<file path="src/include/pcs_params.svh">
`ifndef PCS_PARAMS_SVH
`define PCS_PARAMS_SVH

//////////////////////////////////////////////////
// Line code widths

// Recovered serial word per lane0_rxclk
`define LANE_WIDTH 32
// Gearbox chunk, half a coded block
`define CHUNK_WIDTH 33
`define BLOCK_WIDTH 66
`define PAYLOAD_WIDTH 64
`define HEADER_WIDTH 2

//////////////////////////////////////////////////
// Scrambler polynomial x^58 + x^39 + 1

`define SCRAMBLER_TAP_A 39
`define SCRAMBLER_TAP_B 58

//////////////////////////////////////////////////
// Block lock state machine

// Good headers in a row before lock
`define LOCK_GOOD_COUNT 64
// Blocks per bad header window while locked
`define UNLOCK_WINDOW 64
// Bad headers in one window that drop lock
`define UNLOCK_BAD_COUNT 16
// Blocks ignored after each slip
`define SLIP_HOLDOFF 4

`endif

</file>
<file path="src/hdl/pcs_pkg.sv">
`include "pcs_params.svh"

package pcs_pkg;

	// One recovered word, bit 31 first on the wire
	typedef logic [`LANE_WIDTH-1:0] lane_word_t;

	// Half block, only seen inside the gearbox
	typedef logic [`CHUNK_WIDTH-1:0] chunk_t;

	// 01 and 10 are legal, 00 and 11 mark misalignment or line errors
	typedef logic [`HEADER_WIDTH-1:0] sync_header_t;

	typedef logic [`PAYLOAD_WIDTH-1:0] block_payload_t;

	// Framed block straight off the gearbox
	// Payload still scrambled
	typedef struct packed {
		logic           valid;
		sync_header_t   header;
		block_payload_t payload;
	} coded_block_t;

	// Same layout after the descrambler
	typedef struct packed {
		logic           valid;
		sync_header_t   header;
		block_payload_t payload;
	} rx_block_t;

	// Block sync FSM
	typedef enum logic [1:0] {
		ALIGN_HUNT,
		ALIGN_SLIP_WAIT,
		ALIGN_LOCKED
	} align_state_t;

endpackage

</file>
<file path="src/hdl/rx_block_gearbox.sv">
`timescale 1ns/1ps
`include "pcs_params.svh"

module rx_block_gearbox(
	input  logic                  lane0_rxclk,
	input  logic                  reset,
	input  pcs_pkg::lane_word_t   rx_data,
	input  logic                  bitslip,
	output pcs_pkg::coded_block_t coded_block
);

	// Reservoir never holds more than one word of leftovers
	localparam int RES_WIDTH  = 2 * `LANE_WIDTH;
	localparam int FILL_WIDTH = $clog2(RES_WIDTH + 1);

	//////////////////////////////////////////////////
	// 32 to 33 bit reservoir

	// Leftover bits, oldest at fill-1, LSB aligned
	logic [`LANE_WIDTH-1:0] reservoir;
	logic [FILL_WIDTH-1:0]  fill;

	// Leftovers followed by the new word
	logic [RES_WIDTH-1:0]   combined;
	logic [FILL_WIDTH-1:0]  total;
	logic [RES_WIDTH-1:0]   aligned;
	logic                   chunk_ready;
	logic [FILL_WIDTH-1:0]  fill_next;

	pcs_pkg::chunk_t        chunk;
	logic                   chunk_valid;

	always_comb begin
		combined = {reservoir, rx_data};
		// A slip just forgets the oldest bit in hand
		total = fill + FILL_WIDTH'(`LANE_WIDTH) - FILL_WIDTH'(bitslip);
		chunk_ready = (total >= FILL_WIDTH'(`CHUNK_WIDTH));
		// Oldest 33 bits down to the bottom
		// Shift is junk when no chunk is ready, never used then
		aligned = combined >> (total - FILL_WIDTH'(`CHUNK_WIDTH));
		if (chunk_ready)
			fill_next = total - FILL_WIDTH'(`CHUNK_WIDTH);
		else
			fill_next = total;
	end

	//////////////////////////////////////////////////
	// 33 to 66 bit pairing

	// Low means next chunk is the first half of a block
	logic                    phase;
	pcs_pkg::chunk_t         first_chunk;
	logic [`BLOCK_WIDTH-1:0] block_data;
	logic                    block_valid;

	// Datapath
	always_ff @(posedge lane0_rxclk) begin
		// Whatever remains is always in the low word
		reservoir <= combined[`LANE_WIDTH-1:0];
		chunk <= aligned[`CHUNK_WIDTH-1:0];

		// First half goes to bits 65:33
		if (chunk_valid && !phase)
			first_chunk <= chunk;

		// Second half completes the block
		if (chunk_valid && phase)
			block_data <= {first_chunk, chunk};
	end

	// Control
	always_ff @(posedge lane0_rxclk) begin
		if (reset) begin
			fill <= '0;
			chunk_valid <= 1'b0;
			phase <= 1'b0;
			block_valid <= 1'b0;
		end else begin
			fill <= fill_next;
			chunk_valid <= chunk_ready;
			block_valid <= chunk_valid && phase;
			if (chunk_valid)
				phase <= !phase;
		end
	end

	// Header leads the block on the wire
	assign coded_block.valid   = block_valid;
	assign coded_block.header  = block_data[`BLOCK_WIDTH-1 -: `HEADER_WIDTH];
	assign coded_block.payload = block_data[`PAYLOAD_WIDTH-1:0];

endmodule

</file>
<file path="src/hdl/block_aligner.sv">
`timescale 1ns/1ps
`include "pcs_params.svh"

module block_aligner(
	input  logic                  lane0_rxclk,
	input  logic                  reset,
	input  pcs_pkg::coded_block_t coded_block,
	output logic                  bitslip,
	output logic                  block_lock
);

	localparam int GOOD_WIDTH    = $clog2(`LOCK_GOOD_COUNT);
	localparam int WINDOW_WIDTH  = $clog2(`UNLOCK_WINDOW);
	localparam int BAD_WIDTH     = $clog2(`UNLOCK_BAD_COUNT);
	localparam int HOLDOFF_WIDTH = $clog2(`SLIP_HOLDOFF);

	// Terminal counts, compared before the increment
	localparam logic [GOOD_WIDTH-1:0]    GOOD_LAST    = GOOD_WIDTH'(`LOCK_GOOD_COUNT - 1);
	localparam logic [WINDOW_WIDTH-1:0]  WINDOW_LAST  = WINDOW_WIDTH'(`UNLOCK_WINDOW - 1);
	localparam logic [BAD_WIDTH-1:0]     BAD_LAST     = BAD_WIDTH'(`UNLOCK_BAD_COUNT - 1);
	localparam logic [HOLDOFF_WIDTH-1:0] HOLDOFF_LAST = HOLDOFF_WIDTH'(`SLIP_HOLDOFF - 1);

	pcs_pkg::align_state_t state;

	logic [GOOD_WIDTH-1:0]    good_count;
	logic [WINDOW_WIDTH-1:0]  window_count;
	logic [BAD_WIDTH-1:0]     bad_count;
	logic [HOLDOFF_WIDTH-1:0] holdoff_count;

	// Exactly one transition in the header
	logic header_good;
	assign header_good = coded_block.header[1] ^ coded_block.header[0];

	//////////////////////////////////////////////////
	// Block sync FSM

	always_ff @(posedge lane0_rxclk) begin
		if (reset) begin
			state <= pcs_pkg::ALIGN_HUNT;
			bitslip <= 1'b0;
			good_count <= '0;
			window_count <= '0;
			bad_count <= '0;
			holdoff_count <= '0;
		end else begin
			// Single cycle pulse
			bitslip <= 1'b0;

			if (coded_block.valid) begin
				case (state)

					// Need an unbroken run of good headers
					pcs_pkg::ALIGN_HUNT: begin
						if (!header_good) begin
							bitslip <= 1'b1;
							good_count <= '0;
							holdoff_count <= '0;
							state <= pcs_pkg::ALIGN_SLIP_WAIT;
						end else if (good_count == GOOD_LAST) begin
							good_count <= '0;
							window_count <= '0;
							bad_count <= '0;
							state <= pcs_pkg::ALIGN_LOCKED;
						end else
							good_count <= good_count + 1'b1;
					end

					// Blocks still in the gearbox predate the slip
					pcs_pkg::ALIGN_SLIP_WAIT: begin
						if (holdoff_count == HOLDOFF_LAST)
							state <= pcs_pkg::ALIGN_HUNT;
						else
							holdoff_count <= holdoff_count + 1'b1;
					end

					// Too many bad headers in one window drops lock
					pcs_pkg::ALIGN_LOCKED: begin
						if (!header_good && (bad_count == BAD_LAST)) begin
							good_count <= '0;
							state <= pcs_pkg::ALIGN_HUNT;
						end else if (window_count == WINDOW_LAST) begin
							// Fresh window
							window_count <= '0;
							bad_count <= '0;
						end else begin
							window_count <= window_count + 1'b1;
							if (!header_good)
								bad_count <= bad_count + 1'b1;
						end
					end

					default: state <= pcs_pkg::ALIGN_HUNT;

				endcase
			end
		end
	end

	// Straight decode of the state register
	assign block_lock = (state == pcs_pkg::ALIGN_LOCKED);

endmodule

</file>
<file path="src/hdl/block_descrambler.sv">
`timescale 1ns/1ps
`include "pcs_params.svh"

module block_descrambler(
	input  logic                  lane0_rxclk,
	input  logic                  reset,
	input  pcs_pkg::coded_block_t coded_block,
	output pcs_pkg::rx_block_t    rx_block
);

	// Last 58 scrambled bits, bit 0 the most recent
	logic [`SCRAMBLER_TAP_B-1:0] history;
	logic [`SCRAMBLER_TAP_B-1:0] history_next;
	pcs_pkg::block_payload_t     plain;

	logic                        out_valid;
	pcs_pkg::sync_header_t       out_header;
	pcs_pkg::block_payload_t     out_payload;

	//////////////////////////////////////////////////
	// Serial descramble, one payload bit per step

	always_comb begin
		history_next = history;
		// Bit 63 is first on the wire
		for (int i = `PAYLOAD_WIDTH - 1; i >= 0; i--) begin
			plain[i] = coded_block.payload[i]
				^ history_next[`SCRAMBLER_TAP_A-1]
				^ history_next[`SCRAMBLER_TAP_B-1];
			// Self-synchronous, so the line bit goes into history
			history_next = {history_next[`SCRAMBLER_TAP_B-2:0], coded_block.payload[i]};
		end
	end

	always_ff @(posedge lane0_rxclk) begin
		if (reset) begin
			history <= '0;
			out_valid <= 1'b0;
		end else begin
			out_valid <= coded_block.valid;
			if (coded_block.valid)
				history <= history_next;
		end
	end

	// Header is not scrambled
	always_ff @(posedge lane0_rxclk) begin
		if (coded_block.valid) begin
			out_header <= coded_block.header;
			out_payload <= plain;
		end
	end

	assign rx_block.valid   = out_valid;
	assign rx_block.header  = out_header;
	assign rx_block.payload = out_payload;

endmodule

</file>
<file path="src/hdl/pcs_rx_64b66b.sv">
`timescale 1ns/1ps

module pcs_rx_64b66b(
	input  logic                lane0_rxclk,
	input  logic                reset,
	input  pcs_pkg::lane_word_t rx_data,
	output pcs_pkg::rx_block_t  rx_block,
	output logic                block_lock
);

	//////////////////////////////////////////////////
	// Internal links

	// Framed blocks, to aligner and descrambler alike
	pcs_pkg::coded_block_t coded_block;

	// Aligner asks the gearbox to drop one bit
	logic bitslip;

	//////////////////////////////////////////////////
	// Gearbox, 32 bit words in, 66 bit blocks out

	rx_block_gearbox rx_block_gearbox_inst(
		.lane0_rxclk(lane0_rxclk),
		.reset(reset),
		.rx_data(rx_data),
		.bitslip(bitslip),
		.coded_block(coded_block)
	);

	//////////////////////////////////////////////////
	// Sync header lock

	block_aligner block_aligner_inst(
		.lane0_rxclk(lane0_rxclk),
		.reset(reset),
		.coded_block(coded_block),
		.bitslip(bitslip),
		.block_lock(block_lock)
	);

	//////////////////////////////////////////////////
	// Payload descrambler
	// Output not gated by lock

	block_descrambler block_descrambler_inst(
		.lane0_rxclk(lane0_rxclk),
		.reset(reset),
		.coded_block(coded_block),
		.rx_block(rx_block)
	);

endmodule

</file>
<file path="config.mk">
export PLATFORM = sky130hd
export DESIGN_NAME = pcs_rx_64b66b
export DESIGN_NICKNAME = d
export VERILOG_FILES = /design/src/hdl/pcs_pkg.sv /design/src/hdl/rx_block_gearbox.sv /design/src/hdl/block_aligner.sv /design/src/hdl/block_descrambler.sv /design/src/hdl/pcs_rx_64b66b.sv
export VERILOG_INCLUDE_DIRS = /design/src /design/src/include
export SDC_FILE = /design/constraint.sdc
export NUM_CORES = 1
export LEC_CHECK = 0
export BUFFER_PORTS_ARGS = -buffer_cell sky130_fd_sc_hd__buf_2
export CORE_UTILIZATION = 35
export CTS_CLUSTER_DIAMETER = 200
export DETAILED_ROUTE_END_ITERATION = 6
export SETUP_SLACK_MARGIN = 0.3
export SLEW_MARGIN = 20
export SYNTH_ARGS = -nofsm -noshare
export SYNTH_HDL_FRONTEND = slang
export SYNTH_SLANG_ARGS = --single-unit
</file>
<file path="constraint.sdc">
create_clock -name lane0_rxclk -period 4.1 [get_ports lane0_rxclk]
set_input_delay 0.615 -clock lane0_rxclk [delete_from_list [all_inputs] [get_ports lane0_rxclk]]
set_output_delay 0.615 -clock lane0_rxclk [all_outputs]
set_load 0.03 [all_outputs]
</file>
==> results of run 1 <==
[sequential cells by signal, summed over array words and instances, names as in the netlist, 7 cells and up]
signal	flops
block_descrambler_inst.history	58
rx_block_gearbox_inst.reservoir	32
rx_block_gearbox_inst.fill	7
rx_block_gearbox_inst.chunk	33
block_descrambler_inst.out_payload	64
rx_block_gearbox_inst.first_chunk	33
rx_block_gearbox_inst.block_data	66
[layer usage]
layer	up-vias	wire length, µm	global-route usage [%]
met5	-	0	0
met4	0	912	5.80
met3	52	2150	3.66
met2	282	16000	25.4
met1	4717	17500	23.1
li1	4677	-	-
[cell usage after synthesis (6+ instances only)]
library cell    n
o211ai_1        7
ha_1           12
or3_1           9
nor2_1        120
a311oi_1        8
buf_4           9
inv_1          23
a211oi_1       11
mux2i_1       135
mux4_1          9
buf_2          26
a31oi_1        14
dfxtp_1       155
buf_6           7
xnor2_1       142
mux2_2         43
and2_1          6
a21oi_1        29
edfxtp_1      165
mux4_2         44
o21ai_0        21
nor3_1         13
clkbuf_1       28
nand3_1        40
nand2_1        54
a221oi_1        7
[what timing repair did]
item                                    CTS  global route
endpoints found under the setup margin    0            10
resized for setup                         0             3
hold buffers                              0             0
[worst max-delay path: cells and delay by family, from the launching register on]
family,cells,cell delay (ns)
fa+ha+maj,3,1.08
buf+inv,4,0.49
mux,5,1.47
simple gates,1,0.16
flops,1,0.30
[logic make-up (layout without fill, tap and decap cells)]
family | count (synthesis) | in the layout
flops | 320 | 320
fa+ha+maj | 13 | 13
mux | 232 | 232
xor+xnor | 149 | 149
buf+inv | 94 | 222
simple gates | 277 | 277
compound gates | 130 | 130
[metrics by stage]
stage	util [%]	setup WS, ns	hold WS, ns	cells	instance area, µm²
floorplan	-	0.523	0.400	1215	15300
global placement	38.3	0.410	0.400	1862	16500
detailed placement	38.3	0.315	0.405	1862	16500
CTS	41.2	0.305	0.181	1928	17700
global route	41.2	0.288	0.194	1928	17800
finish	41.2	0.488	0.203	1928	17800
[cell type report]
type	instances	area (µm²)
clock buffers	47	1000
clock inverters	19	223
fillers	4051	25300
inverters	23	86.3
multi-input cells	801	6810
flip-flops and latches	320	8060
well taps	585	732
repair buffers	133	833
[worst paths after layout]
kind / start / endpoint / slack (ns) / depth (start not counted)
max: rx_block_gearbox_inst.fill[0] / rx_block_gearbox_inst.chunk[2] / 0.49 / 13
min: rx_data[19] / rx_block_gearbox_inst.reservoir[19] / 0.20 / 1
max reg2reg: rx_block_gearbox_inst.fill[0] / rx_block_gearbox_inst.chunk[2] / 0.49 / 13
min reg2reg: rx_block_gearbox_inst.first_chunk[31] / rx_block_gearbox_inst.block_data[64] / 0.41 / 0
==> summary.md, run 1 <==
| Metric | Value |
|---|---|
| Share of the synthesized area in the top cell type | `32.4%` |
| CP Cell Sequence | `inv_1 -> ha_2 -> inv_1 -> ha_1 -> inv_1 -> ha_2 -> buf_4 -> mux2_2 -> mux2_2 -> mux2i_1 -> mux2i_1 -> mux4_2 -> and2_1` |
| Initial Util | `35.5%` |
| Initial antenna violation count | `0` |
| Asr flop ratio synth | `0%` |
| Area growth syn-to-layout | `16.2%` |
| DR iter-0 viols | `631` |
| CTS tree | `yes` |
| Ys Warns | `0` |
| TritonCTS Buffers | `36` |
| Worst Tran Pin Value | `1.01 ns` |
| DR pass1 iterations | `6` |
| Clock sink total | `320` |
| Most frequent cells in the layout | `edfxtp_1 (165), dfxtp_1 (154), xnor2_1 (139)` |
| Postcts setup bufs | `0` |
| Cell Rows | `76` |
| Avg WL per Cell | `19.0 µm` |
| Proportion of synthesized area in mux cells | `20.1%` |
| RSZ-0062 raised after global routing | `yes` |
| # IOs | `102` |
| Synth Area in XOR/XNOR | `8.77%` |
| Die Y | `211 µm` |
| CP Launch Type | `flip-flop` |
| Final estimated routing congestion in global placement | `0.907` |
| Adder-cell area share of the yosys netlist | `1.11%` |
| Gr usage total | `16.6%` |
| Register bit count reported by yosys | `320` |
| CP Class | `reg2reg` |
| Pins Over Slew Limit | `0` |
| Fmax | `277 MHz` |
| CP max stage delay | `0.58 ns` |
| Clock buffer depth | `3` |
| Yosys cell types | `65` |
| Clock latency at the later pin of the worst-skew pair | `0.54 ns` |
| Arr. time, crit path | `4.05 ns` |
| Period utilisation layout | `88.1%` |
| GRT overflow | `0` |
| Port Buffers | `101` |
| Final Critical Period | `3.61 ns` |
| Clk_skew | `0.0217 ns` |
| Rel. slew slack | `32.7%` |
| Max-cap violations | `0` |
| Die Footprint | `44500 µm²` |
| H-Tree Depth | `2` |
| Run status | `completed` |
| Mapped Cells | `1215` |
| Largest net degree at the start of global routing | `64` |
| Setup violators final | `0` |
| Slowest cell on crit path | `ha_2` |
| Mapped Nets | `1262` |
| Setup TNS | `0 ns` |
| Mapped Area | `15300 µm²` |
| Clk pin slew, worst setup/hold paths | `0.07 ns` |
| Die width | `211 µm` |
| Post-synthesis compound-gate area fraction | `5.77%` |
| Commonest non-fill, non-tap cell in the layout | `edfxtp_1` |
| Synth Flop Type | `edfxtp_1` |
| Post-Route WL | `36500 µm` |
| Sequential share of the synthesized area | `52.7%` |
| Synth Area per Inst | `12.6 µm²` |
| # DRC | `0` |
| Final Hold Viols | `0` |
| HPWL Detailed | `26700 µm` |
| CP Capture Type | `flip-flop` |
| Worst path required time | `4.54 ns` |
| Post-Synth Simple-Gate Area | `8.37%` |
| Via-to-Cell Ratio | `5.05` |
| Largest family of logic cells by synthesized area | `multiplexers` |
| Max Fanout on Critical Path | `16` |
| First-pass GRT wire length | `56600 µm` |
| Ant diodes | `0` |
| Vias in the first global route | `9648` |
| Largest area contributor in the netlist | `edfxtp_1` |
| Synth top area cells | `edfxtp_1 (32%), dfxtp_1 (20%), mux2i_1 (8.8%), xnor2_1 (8.1%), mux4_2 (6.5%)` |
| Post-synth EDFFs | `165` |
| Detail Route Antenna Nets | `0` |
| Share of cells above drive strength 1 | `22.0%` |
| Hold WC Path Type | `in2reg` |
| Clk root buf | `clkbuf_16` |
| Nets | `1362` |
| Core ar. | `43100 µm²` |
| Most used cell, CP | `inv_1` |
| Vias | `9728` |
Power of run 1 is left out: the tool's default activity adds up to more than one toggle a clock period on the data nets, which glitch-free logic cannot reach.
==> inputs of run 2 (changes only) <==
- ABC_AREA: not set -> 1
==> run 2 against run 1 <==
  * Synthesized area decreased by 0.20%
  * Design area decreased by 1.8%
  * Routed wire length increased by 14%
  * Flip-flop and latch count unchanged
==> summary.md, run 2 <==
| Metric | Value |
|---|---|
| Largest regs | `rx_block_gearbox_inst.block_data x66, block_descrambler_inst.out_payload x64, block_descrambler_inst.history x58` |
| Area growth syn-to-layout | `14.3%` |
| Arr. time, crit path | `3.67 ns (-0.38 ns)` |
| CP Cell Sequence | `inv_1 -> ha_2 -> inv_1 -> ha_1 -> fa_1 -> inv_1 -> nand2_1 -> nand2_2 -> buf_4 -> nand3_1 -> nand3_1 -> nand3_1 -> nand3_1 -> nand2_1 -> nor2_1` |
| DR iter-0 viols | `1289 (+100%)` |
| Clock buffer depth | `3 (unchanged)` |
| Cell area after layout | `17400 µm² (-1.8%)` |
| Clock sink total | `320 (unchanged)` |
| Share of cells above drive strength 1 | `11.2% (-11 points)` |
| RR Startpoint | `rx_block_gearbox_inst.fill[0]` |
| DP Cell Count | `2384 (+28%)` |
| Met1 Usage GRT | `26.9% (+3.8 points)` |
| # DRC | `0 (unchanged)` |
| Final Hold Viols | `0 (unchanged)` |
| Mapped Cells | `1771 (+46%)` |
| Clk root buf | `clkbuf_16` |
| Post-Route WL | `41600 µm (+14%)` |
| CP Class | `reg2reg` |
| Hold Crit Depth | `1 (unchanged)` |
| Final Critical Period | `3.23 ns (-0.383 ns)` |
| Die Footprint | `44400 µm² (-0.20%)` |
| Setup TNS | `0 ns (unchanged)` |
| Initial Util | `35.5% (about the same)` |
| Clk_skew | `0.0148 ns (-0.00686 ns)` |
| Stages on the worst setup path | `15 (+2)` |
| Period utilisation layout | `78.8% (-9.3 points)` |
| CP max stage delay | `0.60 ns (+0.02 ns)` |
| Vias in the first global route | `11500 (+19%)` |
| Commonest non-fill, non-tap cell in the layout | `nand3_1` |
| Reg2Reg Depth | `15 (+2)` |
| Max Fanout on Critical Path | `36 (+20)` |
| Run status | `completed` |
| Sequential share of the synthesized area | `52.8% (+0.11 points)` |
| Post-synth EDFFs | `165 (unchanged)` |
| H-Tree Depth | `2 (unchanged)` |
| Setup crit start | `rx_block_gearbox_inst.fill[0]` |
| Register bit count reported by yosys | `320 (unchanged)` |
| Synth Flop Type | `edfxtp_1` |
| Final estimated routing congestion in global placement | `0.950 (+4.7%)` |
| Met2 GRT Util | `29.1% (+3.7 points)` |
| CP Buf/Inv Count | `4 (unchanged)` |
| Initial antenna violation count | `0 (unchanged)` |
| Largest net degree at the start of global routing | `75 (+17%)` |
| Yosys cell types | `30 (-54%)` |
| Clock latency at the later pin of the worst-skew pair | `0.55 ns (about the same)` |
| Via-to-Cell Ratio | `5.08 (+0.62%)` |
| Setup violators final | `0 (unchanged)` |
| HPWL Detailed | `29900 µm (+12%)` |
| Slowest cell on crit path | `nand2_2` |
| Reg2Reg Setup Slack | `0.87 ns (+0.38 ns)` |
| Vias | `12400 (+28%)` |
| # fillers | `4317 (+6.6%)` |
| Area after DPL | `16200 µm² (-1.7%)` |
| Postcts setup bufs | `0 (unchanged)` |
| Synth top cells by count | `nand3_1 (456), nand2_1 (352), nor2_1 (207)` |
| Mapped Area | `15200 µm² (-0.20%)` |
| WHS | `0.194 ns (-0.00926 ns)` |
| Avg WL per Cell | `17.0 µm (-10%)` |
| DR pass1 iterations | `5 (-1)` |
| Detail Route Antenna Nets | `0 (unchanged)` |
| Top reg by flops | `rx_block_gearbox_inst.block_data` |
| Synth Area per Inst | `8.61 µm² (-32%)` |
| Nets | `1884 (+38%)` |
| GRT Max-Usage Layer | `met2` |
| Core ar. | `43000 µm² (-0.22%)` |
| Clk pin slew, worst setup/hold paths | `0.06 ns (about the same)` |
| Crit path to | `rx_block_gearbox_inst.chunk[2]` |
| # IOs | `102 (unchanged)` |
| Fmax | `310 MHz (+12%)` |
| Asr flop ratio synth | `0% (unchanged)` |
| First-pass GRT wire length | `64900 µm (+15%)` |
| Worst path required time | `4.54 ns (about the same)` |
| Top-count cell post-synth | `nand3_1` |
| Most used cell, CP | `nand3_1` |
| RSZ-0062 raised after global routing | `no` |
| Fin cells | `2450 (+27%)` |
| Post-CTS Hold Buffers | `0 (unchanged)` |
| Worst Tran Pin Value | `0.986 ns (-0.0240 ns)` |
| Max reg flops | `66 (unchanged)` |
| Synth top area cells | `edfxtp_1 (32%), dfxtp_1 (20%), nand3_1 (15%), nand2_1 (8.7%), xnor2_1 (7.4%)` |
| Gr usage total | `18.7% (+2.1 points)` |
| Cell Rows | `76 (unchanged)` |
| CP Launch Type | `flip-flop` |
| Die Y | `211 µm (about the same)` |
| Max-cap violations | `0 (unchanged)` |
| Rel. slew slack | `34.0% (+1.4 points)` |
| GR Layer Usage met3 | `2.71% (-0.95 points)` |
| Mapped Nets | `1818 (+44%)` |
| Largest area contributor in the netlist | `edfxtp_1` |
| CP Capture Type | `flip-flop` |
| Most frequent cells in the layout | `nand3_1 (456), nand2_1 (350), nor2_1 (206)` |
| Die width | `211 µm (about the same)` |
| Pins Over Slew Limit | `0 (unchanged)` |
| Port Buffers | `101 (unchanged)` |
| Worst R2R End | `rx_block_gearbox_inst.chunk[2]` |
| CTS tree | `yes` |
| Hold WC Path Type | `in2reg` |
| Crit-path leading delay family | `simple AND/OR/NAND/NOR gates` |
| Ant diodes | `0 (unchanged)` |
| TritonCTS Buffers | `36 (unchanged)` |
| Cts repair resizes | `0 (unchanged)` |
| Share of the synthesized area in the top cell type | `32.5% (+0.067 points)` |
| GRT overflow | `0 (unchanged)` |
| Ys Warns | `0 (unchanged)` |
run 2: worst register-to-register path: cells and delay by family (launching register included):
| family | cells | cell delay [ns] |
|---|---|---|
| AND/OR/NAND/NOR | 8 | 1.46 |
| buffers and inverters | 4 | 0.53 |
| flip-flops | 1 | 0.30 |
| adder cells (fa/ha/maj) | 3 | 0.84 |
run 2: per-layer routing:
| layer | vias to the layer above | wire (µm) |
|---|---|---|
| met5 | - | 0 |
| met4 | 0 | 956 |
| met3 | 65 | 2450 |
| met2 | 402 | 18500 |
| met1 | 5809 | 19700 |
| li1 | 6162 | - |
run 2: worst min-delay path by stage:
| stage | startpoint | endpoint | slack (ns) |
|---|---|---|---|
| 2_1_floorplan | rx_block_gearbox_inst.first_chunk[0] | rx_block_gearbox_inst.block_data[33] | 0.40 |
| 3_3_place_gp | rx_block_gearbox_inst.first_chunk[27] | rx_block_gearbox_inst.block_data[60] | 0.40 |
| 3_5_place_dp | rx_block_gearbox_inst.first_chunk[30] | rx_block_gearbox_inst.block_data[63] | 0.40 |
| 4_1_cts | rx_data[15] | rx_block_gearbox_inst.reservoir[15] | 0.17 |
| 5_1_grt | rx_data[14] | rx_block_gearbox_inst.reservoir[14] | 0.18 |
| 6_report | rx_data[15] | rx_block_gearbox_inst.reservoir[15] | 0.19 |
run 2: final cells by class:
type                    instances  area (µm²)  share of cell area, %
clock buffers                  42         923                   5.30
clock inverters                24         270                   1.55
inverters                      48         180                   1.03
multi-input cells            1307        6540                   37.5
flip-flops and latches        320        8060                   46.2
well taps                     585         732                   4.20
repair buffers                124         728                   4.18
run 2: through the flow:
stage	worst slack (ns)	util [%]
final	0.871	40.6
after global routing	0.611	40.6
after CTS	0.886	40.6
after detailed placement	0.914	37.8
after global placement	0.916	37.8
after floorplan	1.12	-
run 2: logic make-up (layout without fill, tap and decap cells):
family	Yosys count	after routing	share of synthesized area, %
fa+ha+maj	13	13	1.12
flops	320	320	52.8
compound gates	113	113	3.92
simple gates	1049	1049	30.2
xor+xnor	132	132	7.58
buf+inv	144	238	4.36
Power of run 2 is left out for the same reason.
==> inputs of run 3 (changes only) <==
- clock period: 4.1 -> 2.6 ns (I/O delays scaled with it)
==> run 3 against run 2 <==
  * First-iteration DRC count grew 12%
  * Non-clock buffer count rose by 115
  * Routed wire length grew 7.5%
  * Sequential share of layout area is 6.1 points lower
  * Critical path depth rose by 3
  * Worst setup slack worse by 0.85 ns
  * Register-to-register slack worse by 0.85 ns
  * Worst hold slack lost 0.15 ns
  * Flip-flop and latch count unchanged
  * Global-route usage increased by 1.1 points
  * Final cell count up 4.7%
  * Design area grew 15%
==> summary.md, run 3 (synthesis gave the netlist of run 2 again) <==
| Metric | Value |
|---|---|
| Run status | `completed` |
| DR pass1 iterations | `5 (unchanged)` |
| Port Buffers | `101 (unchanged)` |
| WHS | `0.0417 ns (-0.152 ns)` |
| Share of cells above drive strength 1 | `24.4% (+13 points)` |
| TritonCTS Buffers | `36 (unchanged)` |
| CTS tree | `yes` |
| Clock latency at the later pin of the worst-skew pair | `0.56 ns (about the same)` |
| CP Class | `reg2reg` |
| Final estimated routing congestion in global placement | `0.963 (+1.4%)` |
| Vias | `13100 (+5.6%)` |
| Die width | `211 µm (unchanged)` |
| Clk root buf | `clkbuf_16` |
| Vias in the first global route | `12400 (+7.4%)` |
| Top reg by flops | `rx_block_gearbox_inst.block_data` |
| Largest regs | `rx_block_gearbox_inst.block_data x66, block_descrambler_inst.out_payload x64, block_descrambler_inst.history x58` |
| Area growth syn-to-layout | `31.8%` |
| Most frequent cells in the layout | `nand3_1 (344), nand2_1 (303), nor2_1 (197)` |
| Final Critical Period | `2.58 ns (-0.647 ns)` |
| Avg WL per Cell | `17.5 µm (+2.7%)` |
| Max-cap violations | `0 (unchanged)` |
| Clock sink total | `320 (unchanged)` |
| Utilization after layout | `46.8% (+6.2 points)` |
| # DRC | `0 (unchanged)` |
| Period utilisation layout | `99.3% (+21 points)` |
| Commonest non-fill, non-tap cell in the layout | `nand3_1` |
| CP Cell Sequence | `inv_2 -> ha_4 -> inv_2 -> ha_4 -> fa_2 -> inv_4 -> nand2_4 -> nand2_8 -> buf_12 -> buf_12 -> nand3_1 -> nand2_1 -> nand2_2 -> nand2_2 -> nand2_1 -> nand2_1 -> nor2_1 -> nor2_1` |
| Post-Route WL | `44800 µm (+7.5%)` |
| Max reg flops | `66 (unchanged)` |
| Core ar. | `43000 µm² (unchanged)` |
| CP Capture Type | `flip-flop` |
| Cell Rows | `76 (unchanged)` |
| Initial Util | `35.5% (unchanged)` |
| RSZ-0062 raised after global routing | `yes` |
| Gr usage total | `19.9% (+1.1 points)` |
| Fmax | `387 MHz (+25%)` |
| Largest net degree at the start of global routing | `126 (+68%)` |
| Clk_skew | `0.0216 ns (+0.00683 ns)` |
| Via-to-Cell Ratio | `5.12 (+0.89%)` |
| # IOs | `102 (unchanged)` |
| Rel. slew slack | `54.4% (+20 points)` |
| Pins Over Slew Limit | `0 (unchanged)` |
| GRT overflow | `0 (unchanged)` |
| Setup violators final | `0 (unchanged)` |
| DR iter-0 viols | `1439 (+12%)` |
| CP max stage delay | `0.58 ns (-0.02 ns)` |
| Ant diodes | `0 (unchanged)` |
| Fin cells | `2565 (+4.7%)` |
| DP Cell Count | `2431 (+2.0%)` |
| H-Tree Depth | `2 (unchanged)` |
| Max Fanout on Critical Path | `9 (-75%)` |
| Slowest cell on crit path | `fa_2` |
| Die Y | `211 µm (unchanged)` |
| HPWL Detailed | `31700 µm (+5.8%)` |
| Worst path required time | `3.03 ns (-1.51 ns)` |
| Arr. time, crit path | `3.01 ns (-0.66 ns)` |
| Detail Route Antenna Nets | `0 (unchanged)` |
| Hold WC Path Type | `in2reg` |
| CP Launch Type | `flip-flop` |
| Crit-path leading delay family | `adder cells` |
| Nets | `1999 (+6.1%)` |
| Worst Tran Pin Value | `0.684 ns (-0.302 ns)` |
| Clk pin slew, worst setup/hold paths | `0.06 ns (about the same)` |
| Final Hold Viols | `0 (unchanged)` |
| Initial antenna violation count | `0 (unchanged)` |
| Most used cell, CP | `nand2_1` |
| First-pass GRT wire length | `69100 µm (+6.5%)` |
| CP Buf/Inv Count | `5 (+1)` |
| Clock buffer depth | `3 (unchanged)` |
| Die Footprint | `44400 µm² (unchanged)` |
==> run 3: cell count changes in the layout (fill, tap and decap cells not counted), moves of 9 or more <==
| cell | before | now |
|---|---|---|
| nand3_1 | 456 | 344 |
| buf_6 | 0 | 16 |
| nor2_1 | 206 | 197 |
| nand2_1 | 350 | 303 |
| dlygate4sd3_1 | 0 | 29 |
| nand2_4 | 0 | 9 |
| nand2_2 | 13 | 44 |
| nand3_2 | 4 | 107 |
| clkbuf_16 | 36 | 45 |
| buf_12 | 4 | 25 |
| buf_4 | 19 | 51 |
| nand3_4 | 0 | 9 |
==> run 3: stage by stage <==
| step | worst slack, ns | instance area, µm² | setup TNS, ns |
|---|---|---|---|
| floorplan | 0.321 | 15300 | 0 |
| global placement | -0.192 | 16800 | -1.30 |
| detailed placement | -0.235 | 16800 | -2.46 |
| CTS | 0.0105 | 19100 | 0 |
| global route | -0.0735 | 20100 | -0.482 |
| finish | 0.0181 | 20100 | 0 |
==> run 3: area by class of cell <==
class,instances,area (µm²)
clock inverters,20,262
well taps,585,732
flip-flops and latches,320,8060
inverters,48,199
multi-input cells,1307,7600
fillers,4076,22900
clock buffers,46,970
repair buffers,239,2280
==> run 3: routing by layer <==
layer	track usage [%]	up-vias	share of wire (%)
met2	32.2	428	46
met5	0	-	0
met3	3.14	80	5.6
li1	-	6406	-
met1	27.1	6224	45
met4	6.47	0	3.3
==> run 3: what timing repair did <==
| item | CTS | global route |
|---|---|---|
| pin swaps | 17 | 36 |
| gates cloned | 6 | 9 |
| hold endpoints to repair | 29 | 0 |
| hold buffers | 29 | 0 |
| gates resized for setup | 115 | 152 |
| buffers inserted | 12 | 12 |
| setup endpoints to repair | 41 | 41 |
==> run 3: worst register-to-register path: cells and delay by family (launching register included) <==
| family | cells | cell delay (ns) |
|---|---|---|
| adders and majority gates | 3 | 0.84 |
| and+or+nand+nor | 10 | 0.85 |
| DFF | 1 | 0.32 |
| buffers and inverters | 5 | 0.46 |
==> run 3: path summary, 6_finish.rpt <==
path                                         startpoint                                   end  slack (ns)  depth (start not counted)
setup / recovery          rx_block_gearbox_inst.fill[0]        rx_block_gearbox_inst.chunk[0]        0.02                         18
hold reg to reg   rx_block_gearbox_inst.first_chunk[12]  rx_block_gearbox_inst.block_data[45]        0.42                          0
hold / removal                              rx_data[30]   rx_block_gearbox_inst.reservoir[30]        0.04                          1
setup reg to reg          rx_block_gearbox_inst.fill[0]        rx_block_gearbox_inst.chunk[0]        0.02                         18
Power of run 3 is left out for the same reason.
